**config.mk**
```make
export PLATFORM = sky130hd
export DESIGN_NAME = apb_fabric_top
export DESIGN_NICKNAME = d
export VERILOG_FILES = /design/src/hdl/apb_fabric_pkg.sv /design/src/hdl/apb_req_intake.sv /design/src/hdl/addr_decode.sv /design/src/hdl/apb_port_drive.sv /design/src/hdl/apb_fabric_top.sv
export VERILOG_INCLUDE_DIRS = /design/src /design/src/hdl
export SDC_FILE = /design/constraint.sdc
export NUM_CORES = 1
export LEC_CHECK = 0
export BUFFER_PORTS_ARGS = -buffer_cell sky130_fd_sc_hd__buf_2
export CAP_MARGIN = 20
export CORE_AREA = 2 2 165 167
export CTS_CLUSTER_SIZE = 12
export DETAILED_ROUTE_END_ITERATION = 10
export DIE_AREA = 0 0 167 169
export MAX_ROUTING_LAYER = met4
export PLACE_DENSITY = 0.68
export SYNTH_ARGS = -nofsm -noshare
export SYNTH_HDL_FRONTEND = slang
export SYNTH_SLANG_ARGS = --single-unit
```
**constraint.sdc**
```tcl
create_clock -name i_clk -period 14.9 [get_ports i_clk]
set_clock_uncertainty 0.05 [all_clocks]
set_input_delay 0.745 -clock i_clk [delete_from_list [all_inputs] [get_ports i_clk]]
set_output_delay 0.745 -clock i_clk [all_outputs]
set_load 0.05 [all_outputs]
```
**src/hdl/apb_fabric_cfg.svh**
```systemverilog
`ifndef APB_FABRIC_CFG_SVH
`define APB_FABRIC_CFG_SVH

// number of completer ports behind the fabric
`define FAB_NS 4

// APB address and data widths
`define FAB_AW 16
`define FAB_DW 32

// completer base addresses, completer 0 in the low 16 bits
// 0: 0x0000-0x0fff, 1: 0x1000-0x1fff, 2: 0x2000-0x3fff, 3: 0x4000-0x7fff
`define FAB_SLAVE_ADDR {16'h4000, 16'h2000, 16'h1000, 16'h0000}

// address bits compared against each base, same packing as the bases
`define FAB_SLAVE_MASK {16'hc000, 16'he000, 16'hf000, 16'hf000}

// one bit per completer, set where writes are allowed
// completer 3 is read only
`define FAB_WRITE_OK 4'b0111

// decoder registers its outputs when set
// costs one cycle but breaks the compare path
`define FAB_DECODE_REG 1'b1

`endif

```
**src/hdl/apb_fabric_pkg.sv**
```systemverilog
`default_nettype none

`include "apb_fabric_cfg.svh"

package apb_fabric_pkg;

	// requester to completer signals of one APB port
	typedef struct packed {
		logic                 psel;
		logic                 penable;
		logic                 pwrite;
		logic [`FAB_AW-1:0]   paddr;
		logic [`FAB_DW-1:0]   pwdata;
	} apb_req_t;

	// completer to requester signals of one APB port
	typedef struct packed {
		logic                 pready;
		logic [`FAB_DW-1:0]   prdata;
		logic                 pslverr;
	} apb_rsp_t;

	// transfer as captured from the requester
	typedef struct packed {
		logic [`FAB_AW-1:0]   addr;
		logic [`FAB_DW-1:0]   wdata;
		logic                 write;
	} xfer_t;

	// outcome handed back to the requester side
	typedef struct packed {
		logic [`FAB_DW-1:0]   rdata;
		logic                 err;
	} result_t;

	// one-hot completer select, top bit means no permitted completer
	typedef logic [`FAB_NS:0] sel_t;

endpackage

`default_nettype wire

```
**src/hdl/apb_req_intake.sv**
```systemverilog
`timescale 1ns/100ps
`default_nettype none

`include "apb_fabric_cfg.svh"

module apb_req_intake (
	input  wire                          i_clk,
	input  wire                          i_reset,
	input  wire apb_fabric_pkg::apb_req_t i_m_req,
	output apb_fabric_pkg::apb_rsp_t     o_m_rsp,
	output logic                         o_xfer_valid,
	output apb_fabric_pkg::xfer_t        o_xfer,
	input  wire                          i_xfer_stall,
	input  wire                          i_res_valid,
	input  wire apb_fabric_pkg::result_t i_res
);

	// idle: waiting for an access phase
	// issued: request offered downstream
	// waiting: request taken, result pending
	typedef enum logic [1:0] {S_IDLE, S_ISSUED, S_WAITING} state_t;

	state_t                  state;
	logic                    access_start;
	logic                    r_pready;
	logic [`FAB_DW-1:0]      r_rdata;
	logic                    r_err;
	apb_fabric_pkg::xfer_t   r_xfer;

	// first access cycle of a new transfer
	// the pready cycle still shows the old access, so skip it
	assign access_start = (state == S_IDLE) && i_m_req.psel && i_m_req.penable && !r_pready;

	always_ff @(posedge i_clk)
		if (i_reset)
			state <= S_IDLE;
		else
			case (state)
			S_IDLE:    if (access_start) state <= S_ISSUED;
			S_ISSUED:  if (!i_xfer_stall) state <= S_WAITING;
			S_WAITING: if (i_res_valid) state <= S_IDLE;
			default:   state <= S_IDLE;
			endcase

	// requester holds address and data through the access phase
	always_ff @(posedge i_clk)
		if (access_start)
		begin
			r_xfer.addr  <= i_m_req.paddr;
			r_xfer.wdata <= i_m_req.pwdata;
			r_xfer.write <= i_m_req.pwrite;
		end

	// single pready pulse, read data and error zero outside of it
	always_ff @(posedge i_clk)
		if (i_reset)
		begin
			r_pready <= 1'b0;
			r_rdata  <= '0;
			r_err    <= 1'b0;
		end
		else
		begin
			r_pready <= (state == S_WAITING) && i_res_valid;
			r_rdata  <= ((state == S_WAITING) && i_res_valid) ? i_res.rdata : '0;
			r_err    <= (state == S_WAITING) && i_res_valid && i_res.err;
		end

	assign o_m_rsp.pready  = r_pready;
	assign o_m_rsp.prdata  = r_rdata;
	assign o_m_rsp.pslverr = r_err;
	assign o_xfer_valid    = (state == S_ISSUED);
	assign o_xfer          = r_xfer;

	// the requester must still be in its access phase when we complete
	a_pready_in_access: assert property (@(posedge i_clk) disable iff (i_reset)
		o_m_rsp.pready |-> (i_m_req.psel && i_m_req.penable));

endmodule

`default_nettype wire

```
**src/hdl/addr_decode.sv**
```systemverilog
`timescale 1ns/100ps
`default_nettype none

`include "apb_fabric_cfg.svh"

module addr_decode #(
	parameter int             NS             = `FAB_NS,
	parameter int             AW             = `FAB_AW,
	parameter int             DW             = `FAB_DW,
	parameter logic [NS*AW-1:0] SLAVE_ADDR   = `FAB_SLAVE_ADDR,
	parameter logic [NS*AW-1:0] SLAVE_MASK   = `FAB_SLAVE_MASK,
	parameter logic [NS-1:0]  WRITE_OK       = `FAB_WRITE_OK,
	parameter logic [0:0]     OPT_REGISTERED = `FAB_DECODE_REG
) (
	input  wire                        i_clk,
	input  wire                        i_reset,
	input  wire                        i_valid,
	output logic                       o_stall,
	input  wire apb_fabric_pkg::xfer_t i_xfer,
	output logic                       o_valid,
	input  wire                        i_stall,
	output apb_fabric_pkg::sel_t       o_sel,
	output apb_fabric_pkg::xfer_t      o_xfer
);

	logic [NS-1:0]          hit;
	apb_fabric_pkg::sel_t   request;

	// masked compare per completer, writes only where allowed
	always_comb
		for (int k = 0; k < NS; k++)
			hit[k] = (((i_xfer.addr ^ SLAVE_ADDR[k*AW +: AW]) & SLAVE_MASK[k*AW +: AW]) == '0)
				&& (!i_xfer.write || WRITE_OK[k]);

	// nothing hit, or a write to a read-only completer
	always_comb
	begin
		request[NS-1:0] = hit;
		request[NS]     = (hit == '0);
	end

	if (OPT_REGISTERED)
	begin : g_registered
		logic                  r_valid;
		apb_fabric_pkg::sel_t  r_sel;
		logic [AW-1:0]         r_addr;
		logic [DW-1:0]         r_wdata;
		logic                  r_write;

		// stall only when holding an item the next stage refuses
		assign o_stall = r_valid && i_stall;

		always_ff @(posedge i_clk)
			if (i_reset)
			begin
				r_valid <= 1'b0;
				r_sel   <= '0;
			end
			else if (!o_stall)
			begin
				r_valid <= i_valid;
				// clear the select once drained
				r_sel   <= i_valid ? request : '0;
			end

		always_ff @(posedge i_clk)
			if (!o_stall && i_valid)
			begin
				r_addr  <= i_xfer.addr;
				r_wdata <= i_xfer.wdata;
				r_write <= i_xfer.write;
			end

		always_comb
		begin
			o_valid      = r_valid;
			o_sel        = r_sel;
			o_xfer.addr  = r_addr;
			o_xfer.wdata = r_wdata;
			o_xfer.write = r_write;
		end
	end
	else
	begin : g_combinational
		// zero-cycle path, flow control passes straight through
		always_comb
		begin
			o_valid = i_valid;
			o_stall = i_stall;
			o_sel   = request;
			o_xfer  = i_xfer;
		end
	end

	a_sel_onehot: assert property (@(posedge i_clk) disable iff (i_reset)
		o_valid |-> $onehot(o_sel));

endmodule

`default_nettype wire

```
**src/hdl/apb_port_drive.sv**
```systemverilog
`timescale 1ns/100ps
`default_nettype none

`include "apb_fabric_cfg.svh"

module apb_port_drive (
	input  wire                                   i_clk,
	input  wire                                   i_reset,
	input  wire                                   i_valid,
	output logic                                  o_stall,
	input  wire apb_fabric_pkg::sel_t             i_sel,
	input  wire apb_fabric_pkg::xfer_t            i_xfer,
	output apb_fabric_pkg::apb_req_t [`FAB_NS-1:0] o_s_req,
	input  wire apb_fabric_pkg::apb_rsp_t [`FAB_NS-1:0] i_s_rsp,
	output logic                                  o_res_valid,
	output apb_fabric_pkg::result_t               o_res
);

	localparam int NS = `FAB_NS;

	// setup and access follow APB, done presents the result for one cycle
	typedef enum logic [1:0] {S_IDLE, S_SETUP, S_ACCESS, S_DONE} state_t;

	state_t                    state;
	logic                      accept;
	logic                      none_sel;
	logic [NS-1:0]             r_sel;
	apb_fabric_pkg::xfer_t     r_xfer;
	apb_fabric_pkg::result_t   r_res;
	logic [NS-1:0]             s_psel;
	logic                      sel_ready;
	logic [`FAB_DW-1:0]        sel_rdata;
	logic                      sel_err;

	assign accept   = i_valid && (state == S_IDLE);
	// no completer matched, or the decoder refused a write
	assign none_sel = i_sel[NS];

	always_ff @(posedge i_clk)
		if (i_reset)
			state <= S_IDLE;
		else
			case (state)
			S_IDLE:   if (i_valid) state <= none_sel ? S_DONE : S_SETUP;
			S_SETUP:  state <= S_ACCESS;
			S_ACCESS: if (sel_ready) state <= S_DONE;
			S_DONE:   state <= S_IDLE;
			default:  state <= S_IDLE;
			endcase

	// select and transfer held from setup until completion
	always_ff @(posedge i_clk)
		if (accept)
		begin
			r_sel  <= i_sel[NS-1:0];
			r_xfer <= i_xfer;
		end

	// error result preset on accept, real response replaces it at pready
	always_ff @(posedge i_clk)
		if (accept)
		begin
			r_res.rdata <= '0;
			r_res.err   <= 1'b1;
		end
		else if ((state == S_ACCESS) && sel_ready)
		begin
			r_res.rdata <= sel_rdata;
			r_res.err   <= sel_err;
		end

	// response of the selected completer only
	always_comb
	begin
		sel_ready = 1'b0;
		sel_rdata = '0;
		sel_err   = 1'b0;
		for (int k = 0; k < NS; k++)
			if (r_sel[k])
			begin
				sel_ready = sel_ready | i_s_rsp[k].pready;
				sel_rdata = sel_rdata | i_s_rsp[k].prdata;
				sel_err   = sel_err | i_s_rsp[k].pslverr;
			end
	end

	// psel routed to one port, address and data shared by all
	always_comb
		for (int k = 0; k < NS; k++)
		begin
			s_psel[k]          = r_sel[k] && ((state == S_SETUP) || (state == S_ACCESS));
			o_s_req[k].psel    = s_psel[k];
			o_s_req[k].penable = r_sel[k] && (state == S_ACCESS);
			o_s_req[k].pwrite  = r_xfer.write;
			o_s_req[k].paddr   = r_xfer.addr;
			o_s_req[k].pwdata  = r_xfer.wdata;
		end

	// busy from accept until the result has gone out
	assign o_stall     = (state != S_IDLE);
	assign o_res_valid = (state == S_DONE);
	assign o_res       = r_res;

	a_psel_onehot0: assert property (@(posedge i_clk) disable iff (i_reset)
		$onehot0(s_psel));

endmodule

`default_nettype wire

```
**src/hdl/apb_fabric_top.sv**
```systemverilog
`timescale 1ns/100ps
`default_nettype none

`include "apb_fabric_cfg.svh"

module apb_fabric_top (
	input  wire                                   i_clk,
	input  wire                                   i_reset,
	input  wire apb_fabric_pkg::apb_req_t         i_m_req,
	output apb_fabric_pkg::apb_rsp_t              o_m_rsp,
	output apb_fabric_pkg::apb_req_t [`FAB_NS-1:0] o_s_req,
	input  wire apb_fabric_pkg::apb_rsp_t [`FAB_NS-1:0] i_s_rsp
);

	// intake to decoder
	logic                     xfer_valid;
	logic                     xfer_stall;
	apb_fabric_pkg::xfer_t    xfer;

	// decoder to port driver
	logic                     dec_valid;
	logic                     dec_stall;
	apb_fabric_pkg::sel_t     dec_sel;
	apb_fabric_pkg::xfer_t    dec_xfer;

	// port driver back to intake
	logic                     res_valid;
	apb_fabric_pkg::result_t  res;

	apb_req_intake u_intake (
		.i_clk(i_clk), .i_reset(i_reset),
		.i_m_req(i_m_req), .o_m_rsp(o_m_rsp),
		.o_xfer_valid(xfer_valid), .o_xfer(xfer), .i_xfer_stall(xfer_stall),
		.i_res_valid(res_valid), .i_res(res)
	);

	addr_decode #(.OPT_REGISTERED(`FAB_DECODE_REG)) u_decode (
		.i_clk(i_clk), .i_reset(i_reset),
		.i_valid(xfer_valid), .o_stall(xfer_stall), .i_xfer(xfer),
		.o_valid(dec_valid), .i_stall(dec_stall), .o_sel(dec_sel), .o_xfer(dec_xfer)
	);

	apb_port_drive u_port (
		.i_clk(i_clk), .i_reset(i_reset),
		.i_valid(dec_valid), .o_stall(dec_stall), .i_sel(dec_sel), .i_xfer(dec_xfer),
		.o_s_req(o_s_req), .i_s_rsp(i_s_rsp),
		.o_res_valid(res_valid), .o_res(res)
	);

endmodule

`default_nettype wire

```
Yosys cells after proc, flatten, opt, wreduce, memory -nomap -nowiden
Index checks and enable logic that the tools add are counted.

Register bits: 228. Input port bits: 189. Output and inout port bits: 238. Word-level logic and storage cells: 96.

Equality and inequality tests: 10. Mux-type cells: 21. Bitwise operators: 13. Reduce and logical (&&, ||, !) cells: 33.

Operators by type and width (count): two-way mux 32 bit (4); OR 32 bit (3); zero test 16 bit (4); logical AND 1 bit (18); two-way mux 2 bit (6); two-way mux 1 bit (8); one-hot mux 2 bit (4 select lines) (1); == test 2 bit, second input constant (3); inequality test 2 x 1 -> 1 bit, second input constant (3); OR 1 bit (6); one-hot mux 2 bit (3 select lines) (1); two-way mux 5 bit (1); == test 2 x 1 -> 1 bit, second input constant (2); zero test 2 bit (2); zero test 4 bit (1); inequality test 2 bit, second input constant (2); NOT 1 bit (4); zero test 1 bit (3); AND reduction 3 bit (1); AND reduction 2 bit (1); nonzero test 2 bit (1); OR reduction 2 bit (1); logical OR 1 bit (1).

Logic depth before layout (Yosys ltp)
Gate-level depths: netlist (run 1).

Depth in word-level cells: 9. Mapped depth: 7. Mapped depth without buffers: 6.

Modules after synthesis
From an unflattened synthesis (run 1), not the netlist that was laid out.

Cell total of the unflattened synthesis: 666. Area, all modules: 9305.2 µm².

By module, submodules not included: apb_port_drive (instances 1, cells an instance 455, area an instance 4971.0 µm², sequential area each 2292.2 µm²); apb_req_intake (instances 1, cells an instance 132, area an instance 2537.4 µm², sequential area each 2192.1 µm²); addr_decode (instances 1, cells an instance 79, area an instance 1796.7 µm², sequential area each 1591.5 µm²).

Worst setup path after synthesis (run 1)
No wires, ideal clock.

Path kind: input to register. Start: in i_m_req[49] (netlist name). End: reg u_intake.r_xfer (netlist bit u_intake.o_xfer[0]) (enable). Setup time: 0.577 ns. Arrival time: 5.429 ns. Required time: 14.273 ns. Path slack: 8.844 ns. Cell stages on the path: 2. Buffers on the path: 0. Path through: nand2_1 -> nor4_1.

Longest elaborated chain between the ends: 2.

RTL lines: from (decl) (RTL line apb_fabric_top.sv:9) `input wire apb_fabric_pkg::apb_req_t i_m_req,`; logical AND 1 bit (2 in series) (RTL line apb_req_intake.sv:32) `assign access_start = (state == S_IDLE) && i_m_req.psel && i_m_req.penable && !r_pready;`; named net u_intake.access_start (RTL line apb_req_intake.sv:24) `logic access_start;`; to (decl) (RTL line apb_req_intake.sv:28) `apb_fabric_pkg::xfer_t r_xfer;`.

The timed path passes the listed nets, and every way through them passes these cells. A chain may end at the register's enable or synchronous reset.

==> results_tabular.tex, run 1 <==
\begin{tabular}{lr}
\hline
Metric & Value \\
\hline
\multicolumn{2}{l}{\textbf{Route}} \\
\quad Drt first pass iters & 5 \\
\quad Initial DRC count & 399 \\
\quad Number of DRC violations after detailed routing & 0 \\
\quad Uppermost metal layer occupied by signal nets & met4 \\
\quad Number of vias per cell after detailed routing & 4.543 \\
\quad Via total after detailed routing & 5924 \\
\quad Met2 routed WL & 10600 um \\
\quad Met3 wirelength from detailed routing & 1227 um \\
\quad Final antenna-violating net count & 0 \\
\quad Detailed-route wire length on metal 1 & 9196 um \\
\quad Total length of routed wires & 21510 um \\
\quad Post-DR wirelength/cell & 16.50 um \\
\multicolumn{2}{l}{\textbf{Synth}} \\
\quad Mean instance size in the synthesized netlist & 13.71 um2 \\
\quad Netlist area before placement & 9141 um2 \\
\quad Count of warnings emitted by yosys & 0 \\
\quad Synthesized netlist cell count & 667 \\
\quad Number of nets produced by synthesis & 859 \\
\quad Number of library cell types mapped by synthesis & 36 \\
\quad Post-synthesis sequential element count & 228 \\
\quad Synth Flop Type & sky130\_fd\_sc\_hd\_\_edfxtp\_1 \\
\quad Count of flip-flops with a built-in enable after synthesis & 151 \\
\quad Sequential cell area fraction in the yosys report & 66.47\% \\
\quad Share of async-settable or async-resettable flops after synthesis & 0\% \\
\multicolumn{2}{l}{\textbf{Clock tree}} \\
\quad Inserted Clock Buffers & 24 \\
\quad Total number of H-tree levels & 1 \\
\quad Number of buffers on the longest clock path & 3 \\
\quad Clock-pin slew on the worst setup and hold paths & 0.06 ns \\
\quad Master cell of the clock root buffer & sky130\_fd\_sc\_hd\_\_clkbuf\_16 \\
\quad Hold-fix buffers, CTS & 0 \\
\quad Sink count of the clock tree & 228 \\
\quad Post CTS Setup Buffer Count & 0 \\
\quad Worst-skew pair later-pin latency & 0.51 ns \\
\quad Post-cts sizing count & 0 \\
\quad TritonCTS clock tree & done \\
\multicolumn{2}{l}{\textbf{Global route}} \\
\quad GRT Residual Overflow & 0 \\
\quad Antenna violations before repair & 0 \\
\quad Global-route wire length before repair & 30440 um \\
\quad Largest net degree at the start of global routing & 67 \\
\quad Number of global-route vias before repair & 5276 \\
\quad Global-route total usage across every layer & 14.14\% \\
\multicolumn{2}{l}{\textbf{Pwr}} \\
\quad Portion of total power attributed to combinational logic & 17.1\% \\
\quad IR Drop Worst-Case VDD & 94.37 uV \\
\quad P\_sw & 446.5 uW \\
\quad Sequential share of power & 48.3\% \\
\quad Total leakage power & 0.005209 uW \\
\quad Part of the total power dissipated in the clock network & 34.6\% \\
\quad Power density over the cells & 142.7 nW/um2 \\
\quad Switching share of power & 27.63\% \\
\quad Internal power & 1169 uW \\
\multicolumn{2}{l}{\textbf{Final layout}} \\
\quad Area Growth Syn to Fin & 23.86\% \\
\quad Summed area of non-filler cells in the final layout & 11320 um2 \\
\quad Antenna diode instance count & 0 \\
\quad Layout cells sized above 1 & 49.64\% \\
\quad Final nets & 1139 \\
\multicolumn{2}{l}{\textbf{Setup path}} \\
\quad Cell count of the worst reg-to-reg path & 4 \\
\quad Capturing instance or port of the critical path & o\_s\_req[49] \\
\quad Crit. End Element & output port \\
\quad Worst Setup Start Kind & flop \\
\quad Capture point of the worst reg-to-reg path & u\_port.o\_res[19] \\
\quad CP Max Fanout & 28 \\
\quad CP startpoint & u\_port.r\_sel[0] \\
\quad Arrival time of data at the critical path endpoint & 1.77 ns \\
\quad Setup slack of the worst register-to-register path & 12.45 ns \\
\quad Type of the worst setup path & reg -> out \\
\quad Req. time, crit path & 14.11 ns \\
\quad Reg-to-Reg Start & u\_port.r\_sel[0] \\
\multicolumn{2}{l}{\textbf{STA}} \\
\quad Hold Fails Final Rpt & 0 \\
\quad Max frequency & 389.9 MHz \\
\quad Number of failing setup endpoints in the final timing report & 0 \\
\quad Hold Worst Slack & 0.3601 ns \\
\quad Post-route setup slack & 12.34 ns \\
\quad Unrepaired setup endpoints after global routing & false \\
\quad Slew @ Worst Pin & 1.134 ns \\
\quad Headroom to the max-slew limit & 24.38\% \\
\quad Slew Limit Fails & 0 \\
\quad Portion of the clock cycle consumed by the worst path in the final layout & 17.21\% \\
\quad Total Negative Setup Slacks & 0 ns \\
\quad Tmin final & 2.565 ns \\
\multicolumn{2}{l}{\textbf{Worst hold path}} \\
\quad Instance count along the most critical hold path & 1 \\
\quad Worst Hold Class & in -> reg \\
\multicolumn{2}{l}{\textbf{Status}} \\
\quad Result of the run & finished clean \\
\multicolumn{2}{l}{\textbf{Floorplan}} \\
\quad Number of core rows & 60 \\
\quad Width of the die & 167 um \\
\quad Starting density of the core & 34.49\% \\
\quad Total die area & 28220 um2 \\
\quad Number of placed I/O pins & 427 \\
\quad Vertical die dimension & 169 um \\
\quad Area of the core & 26500 um2 \\
\multicolumn{2}{l}{\textbf{Place}} \\
\quad Post-detail-place hpwl & 15440 um \\
\quad Number of port buffers & 426 \\
\quad Pre-CTS setup slack & 12.46 ns \\
\quad Weighted congestion at the end of routability-driven global placement & 0.8186 \\
\quad Placement Cell Area & 10560 um2 \\
\multicolumn{2}{l}{\textbf{Run}} \\
\quad Reported max-cap violation count & 0 \\
\hline
\end{tabular}
## cells in the final DEF (no fill, tap or decap), types with 6 or more instances in the layout
master | Yosys | layout
sky130_fd_sc_hd__nand2_1 | 39 | 38
sky130_fd_sc_hd__edfxtp_1 | 151 | 151
sky130_fd_sc_hd__o21ai_0 | 33 | 33
sky130_fd_sc_hd__mux2i_1 | 33 | 33
sky130_fd_sc_hd__buf_2 | 5 | 426
sky130_fd_sc_hd__clkbuf_16 | 0 | 26
sky130_fd_sc_hd__a21oi_1 | 9 | 9
sky130_fd_sc_hd__clkbuf_1 | 16 | 6
sky130_fd_sc_hd__a22o_1 | 64 | 64
sky130_fd_sc_hd__dfxtp_1 | 77 | 77
sky130_fd_sc_hd__and2_1 | 41 | 41
## cell type report
type | instances | area, um2
fill | 2480 | 15180
sequential | 228 | 6076
timing repair buffer | 435 | 2277
multi-input combinational | 254 | 1788
clock buffer | 39 | 723.2
tap | 341 | 426.7
clock inverter | 3 | 16.27
inverter | 4 | 15.01
## per-layer routing
metal / up-vias / track usage [%]
li1: 2799 / -
met1: 2841 / 18.72
met2: 251 / 22.63
met3: 33 / 2.502
met4: 0 / 3.673
met5: - / -
## Yosys cell counts, types with 5 or more instances
cell type,instances,area (um2)
sky130_fd_sc_hd__buf_4,150,1126
sky130_fd_sc_hd__nand2_1,39,146.4
sky130_fd_sc_hd__dfxtp_1,77,1541
sky130_fd_sc_hd__and2_1,41,256.5
sky130_fd_sc_hd__edfxtp_1,151,4534
sky130_fd_sc_hd__o21ai_0,33,165.2
sky130_fd_sc_hd__mux2i_1,33,330.3
sky130_fd_sc_hd__buf_1,6,22.52
sky130_fd_sc_hd__a21oi_1,9,45.04
sky130_fd_sc_hd__a22o_1,64,560.5
sky130_fd_sc_hd__buf_2,5,25.02
sky130_fd_sc_hd__clkbuf_1,16,60.06
## power groups by stage
stage	sequential (uW)	combinational, uW	clock, uW
after floorplan	804	205	0
after global placement	793	267	0
after detailed placement	793	277	0
after CTS	780	278	580
after global routing	788	297	607
final	780	276	560
## per-stage QoR
| stage | instances | utilization (%) | total power [uW] |
|---|---|---|---|
| 2_1_floorplan | 667 | - | 1009 |
| 3_3_place_gp | 1258 | 39.53 | 1060 |
| 3_5_place_dp | 1261 | 39.84 | 1070 |
| 4_1_cts | 1303 | 42.63 | 1639 |
| 5_1_grt | 1304 | 42.72 | 1691 |
| 6_report | 1304 | 42.72 | 1616 |
## registers in the layout (all words and copies together) (netlist names), 2 cells and up
signal / count
u_decode.g_registered.r_addr: 16
u_decode.g_registered.r_wdata: 32
u_decode.o_sel: 5
u_intake.o_xfer: 49
u_intake.r_rdata: 32
u_intake.state: 2
u_port.o_res: 33
u_port.o_s_req: 49
u_port.r_sel: 4
u_port.state: 2
## kinds of logic after synthesis
kind of cell    count (synthesis)  share of synthesized area [%]
flops                         228                          66.47
buf+inv                       185                          14.15
compound gates                114                          9.266
simple gates                  104                          6.091
mux                            33                          3.614
fa+ha+maj                       3                         0.4107
## how the worst min path moves through the flow
stage | start | endpoint | slack [ns]
detailed placement | u_intake.o_xfer[37] | u_decode.g_registered.r_addr[4] | 0.35
global placement | u_intake.o_xfer[6] | u_decode.g_registered.r_wdata[5] | 0.35
finish | i_m_req[47] | u_intake.o_xfer[48] | 0.36
global route | i_m_req[27] | u_intake.o_xfer[28] | 0.33
CTS | i_m_req[44] | u_intake.o_xfer[45] | 0.33
floorplan | u_intake.o_xfer[33] | u_decode.g_registered.r_addr[0] | 0.35
## worst max-delay path, cell delays in order (launching register included)
cell	delay, ns
sky130_fd_sc_hd__edfxtp_1	0.63
sky130_fd_sc_hd__buf_16	0.23
sky130_fd_sc_hd__and2_1	0.14
sky130_fd_sc_hd__buf_2	0.25
(Power assumes the default switching activity.)
==> run 2, diff against run 1 <==
clock period = 2.5 ns   (was 14.9 ns; I/O delays follow)
==> run 2 against run 1 <==
Effect of this change:
- critical path depth is 3 higher
- first-iteration DRC count increased by 19%
- die area unchanged
- combinational power increased to 6.9 times the previous value
- non-clock buffer count is 141 higher
==> results_tabular.tex, run 2 (synthesis gave the netlist of run 1 again) <==
\begin{tabular}{lr}
\hline
Metric & Value \\
\hline
\multicolumn{2}{l}{\textbf{Setup path}} \\
\quad Reg-to-Reg Start & u\_port.r\_sel[3] (was u\_port.r\_sel[0]) \\
\quad Crit path cell chain & buf\_12 -> a22o\_1 -> dlygate4sd3\_1 -> o21ai\_0 -> dlygate4sd3\_1 -> mux2i\_1 (was buf\_16 -> and2\_1 -> buf\_2) \\
\quad Library cell appearing most often on the critical path & sky130\_fd\_sc\_hd\_\_dlygate4sd3\_1 \\
\quad CP Max Fanout & 35 (was 28) \\
\quad Worst Setup Start Kind & flop (unchanged) \\
\quad Highest cell delay on the worst timing path & 0.58 ns (was 0.63 ns) \\
\quad Arrival time of data at the critical path endpoint & 2.76 ns (was 1.77 ns) \\
\quad Req. time, crit path & 2.84 ns (was 14.11 ns) \\
\quad Type of the worst setup path & reg -> reg (was reg -> out) \\
\quad Capture point of the worst reg-to-reg path & u\_port.o\_res[20] (was u\_port.o\_res[19]) \\
\quad Top cell family by delay on the critical path & buffers and inverters (was flip-flops) \\
\quad Cell with the largest stage delay on the worst path & sky130\_fd\_sc\_hd\_\_dlygate4sd3\_1 (was sky130\_fd\_sc\_hd\_\_edfxtp\_1) \\
\quad Critical path buffers and inverters & 3 (was 2) \\
\quad Crit. End Element & flop (was output port) \\
\quad Setup slack of the worst register-to-register path & 0.08 ns (was 12.45 ns) \\
\quad Cell count of the worst reg-to-reg path & 6 (was 4) \\
\multicolumn{2}{l}{\textbf{STA}} \\
\quad Headroom to the max-slew limit & 53.69\% (was 24.38\%) \\
\quad Portion of the clock cycle consumed by the worst path in the final layout & 96.94\% \\
\quad Number of failing setup endpoints in the final timing report & 0 (unchanged) \\
\quad Slew Limit Fails & 0 (unchanged) \\
\quad Post-route setup slack & 0.07653 ns (was 12.34 ns) \\
\quad Tmin final & 2.423 ns \\
\quad Slew @ Worst Pin & 0.6933 ns (was 1.134 ns) \\
\quad Max frequency & 412.6 MHz \\
\quad Hold Worst Slack & 0.01075 ns (was 0.3601 ns) \\
\quad Hold Fails Final Rpt & 0 (unchanged) \\
\multicolumn{2}{l}{\textbf{Place}} \\
\quad Number of port buffers & 426 (unchanged) \\
\quad Pre-CTS setup slack & 0.4048 ns (was 12.46 ns) \\
\quad Post-detail-place hpwl & 15460 um (was 15440 um) \\
\quad Weighted congestion at the end of routability-driven global placement & 0.8257 (was 0.8186) \\
\multicolumn{2}{l}{\textbf{Route}} \\
\quad Initial DRC count & 476 (was 399) \\
\quad Number of vias per cell after detailed routing & 4.515 (was 4.543) \\
\quad Met3 wirelength from detailed routing & 1246 um (was 1227 um) \\
\quad Detailed-route wire length on metal 1 & 9654 um (was 9196 um) \\
\quad Final antenna-violating net count & 0 (unchanged) \\
\quad Drt first pass iters & 4 (was 5) \\
\quad Total length of routed wires & 23580 um (was 21510 um) \\
\quad Uppermost metal layer occupied by signal nets & met4 (unchanged) \\
\quad Met2 routed WL & 12000 um (was 10600 um) \\
\quad Via total after detailed routing & 6528 (was 5924) \\
\quad Number of DRC violations after detailed routing & 0 (unchanged) \\
\quad Post-DR wirelength/cell & 16.31 um (was 16.50 um) \\
\multicolumn{2}{l}{\textbf{Floorplan}} \\
\quad Total die area & 28220 um2 (unchanged) \\
\quad Number of core rows & 60 (unchanged) \\
\quad Starting density of the core & 34.49\% (unchanged) \\
\quad Vertical die dimension & 169 um (unchanged) \\
\quad Area of the core & 26500 um2 (unchanged) \\
\quad Number of placed I/O pins & 427 (unchanged) \\
\quad Width of the die & 167 um (unchanged) \\
\multicolumn{2}{l}{\textbf{Clock tree}} \\
\quad Master cell of the clock root buffer & sky130\_fd\_sc\_hd\_\_clkbuf\_16 (unchanged) \\
\quad Sink count of the clock tree & 228 (unchanged) \\
\quad Worst-skew pair later-pin latency & 0.51 ns (about the same) \\
\quad Total number of H-tree levels & 1 (unchanged) \\
\quad Inserted Clock Buffers & 25 (was 24) \\
\quad Number of buffers on the longest clock path & 3 (unchanged) \\
\quad TritonCTS clock tree & done (unchanged) \\
\quad Clock-pin slew on the worst setup and hold paths & 0.06 ns (about the same) \\
\multicolumn{2}{l}{\textbf{Pwr}} \\
\quad Portion of total power attributed to combinational logic & 18.9\% (was 17.1\%) \\
\quad IR Drop Worst-Case VDD & 603.4 uV (was 94.37 uV) \\
\quad Sequential share of power & 46.3\% (was 48.3\%) \\
\quad Internal power & 7283 uW (was 1169 uW) \\
\quad Power density over the cells & 786.1 nW/um2 (was 142.7 nW/um2) \\
\quad Part of the total power dissipated in the clock network & 34.8\% (was 34.6\%) \\
\quad P\_sw & 2748 uW (was 446.5 uW) \\
\quad Total leakage power & 0.005839 uW (was 0.005209 uW) \\
\quad Switching share of power & 27.40\% (was 27.63\%) \\
\quad Total power of the final layout & 10030 uW (was 1616 uW) \\
\multicolumn{2}{l}{\textbf{Run}} \\
\quad Reported max-cap violation count & 0 (unchanged) \\
\multicolumn{2}{l}{\textbf{Final layout}} \\
\quad Area Growth Syn to Fin & 39.60\% (was 23.86\%) \\
\quad Most used cells in the layout excluding fill and tap cells & sky130\_fd\_sc\_hd\_\_buf\_2 (426), sky130\_fd\_sc\_hd\_\_edfxtp\_1 (151), sky130\_fd\_sc\_hd\_\_dlygate4sd3\_1 (136), sky130\_fd\_sc\_hd\_\_dfxtp\_1 (76), sky130\_fd\_sc\_hd\_\_a22o\_1 (64) (was sky130\_fd\_sc\_hd\_\_buf\_2 (426), sky130\_fd\_sc\_hd\_\_edfxtp\_1 (151), sky130\_fd\_sc\_hd\_\_dfxtp\_1 (77), sky130\_fd\_sc\_hd\_\_a22o\_1 (64), sky130\_fd\_sc\_hd\_\_and2\_1 (41)) \\
\quad Multi-input logic area & 1797 um2 (was 1788 um2) \\
\quad Leading cell type in the layout, fill and taps excluded & sky130\_fd\_sc\_hd\_\_buf\_2 (unchanged) \\
\quad Layout filler cell count & 2304 (was 2480) \\
\quad Antenna diode instance count & 0 (unchanged) \\
\quad Area of all sequential standard cells & 6077 um2 (was 6076 um2) \\
\quad Layout cells sized above 1 & 43.53\% (was 49.64\%) \\
\quad Final nets & 1281 (was 1139) \\
\multicolumn{2}{l}{\textbf{Worst hold path}} \\
\quad Instance count along the most critical hold path & 4 (was 1) \\
\quad Endpoint of the worst hold-timing path & u\_port.o\_res[2] (was u\_intake.o\_xfer[48]) \\
\quad Start point of the worst min-delay path & i\_s\_rsp[104] (was i\_m\_req[47]) \\
\quad Worst Hold Class & in -> reg (unchanged) \\
\multicolumn{2}{l}{\textbf{Status}} \\
\quad Result of the run & finished clean (unchanged) \\
\multicolumn{2}{l}{\textbf{Global route}} \\
\quad Antenna violations before repair & 0 (unchanged) \\
\quad GRT Residual Overflow & 0 (unchanged) \\
\quad Number of global-route vias before repair & 6029 (was 5276) \\
\quad Global-route total usage across every layer & 15.51\% (was 14.14\%) \\
\quad Largest net degree at the start of global routing & 66 (was 67) \\
\quad Global-route wire length before repair & 33640 um (was 30440 um) \\
\hline
\end{tabular}
-- run 2: metal layers --
layer | track usage, % | vias to the layer above
met5 | - | -
met4 | 4.798 | 0
met3 | 2.642 | 50
met2 | 25.80 | 241
met1 | 19.44 | 3149
li1 | - | 3088
-- run 2: power groups by stage --
stage               sequential (uW)  combinational, uW  clock (uW)
finish                         4640               1900        3490
global route                   4690               2030        3760
CTS                            4640               1870        3590
detailed placement             4710               1660           0
global placement               4700               1620           0
floorplan                      4780               1230           0
-- run 2: worst max path at each step --
stage	start	endpoint	slack, ns	cells after the start
final	u_port.r_sel[3]	u_port.o_res[20]	0.08	6
after global routing	u_port.r_sel[3]	u_port.o_res[7]	-0.005	6
after CTS	u_port.r_sel[2]	u_port.o_res[17]	0.07	6
after detailed placement	u_port.state[0]	u_decode.g_registered.r_wdata[12]	0.40	5
after global placement	u_port.state[0]	u_decode.g_registered.r_wdata[23]	0.48	5
after floorplan	u_intake.state[1]	u_intake.o_xfer[0]	0.009	1
-- run 2: cell type report --
type,instances,share of cell area (%)
multi-input combinational,254,14.08
sequential,228,47.62
clock buffer,36,5.638
clock inverter,7,0.4608
timing repair buffer,576,28.74
tap,341,3.343
inverter,4,0.1177
-- run 2: per-stage QoR --
| step | instances | setup TNS (ns) | util, % | instance area, um2 |
|---|---|---|---|---|
| after floorplan | 667 | 0 | - | 9165 |
| after global placement | 1265 | 0 | 39.86 | 10560 |
| after detailed placement | 1265 | 0 | 39.86 | 10560 |
| after CTS | 1444 | 0 | 47.93 | 12700 |
| after global routing | 1446 | -0.005203 | 48.15 | 12760 |
| final | 1446 | 0 | 48.15 | 12760 |
-- run 2: timing repair --
| item | in CTS | in global routing |
|---|---|---|
| endpoints found under the hold margin | 91 | 0 |
| gates resized for setup | 0 | 14 |
| endpoints found under the setup margin | 0 | 19 |
| hold buffers | 136 | 0 |
| setup buffers | 0 | 2 |
-- run 2: tightest hold or removal path, cell delays in order --
cell,delay (ns)
sky130_fd_sc_hd__buf_2,0.08
sky130_fd_sc_hd__a22o_1,0.12
sky130_fd_sc_hd__o21ai_0,0.08
sky130_fd_sc_hd__mux2i_1,0.12
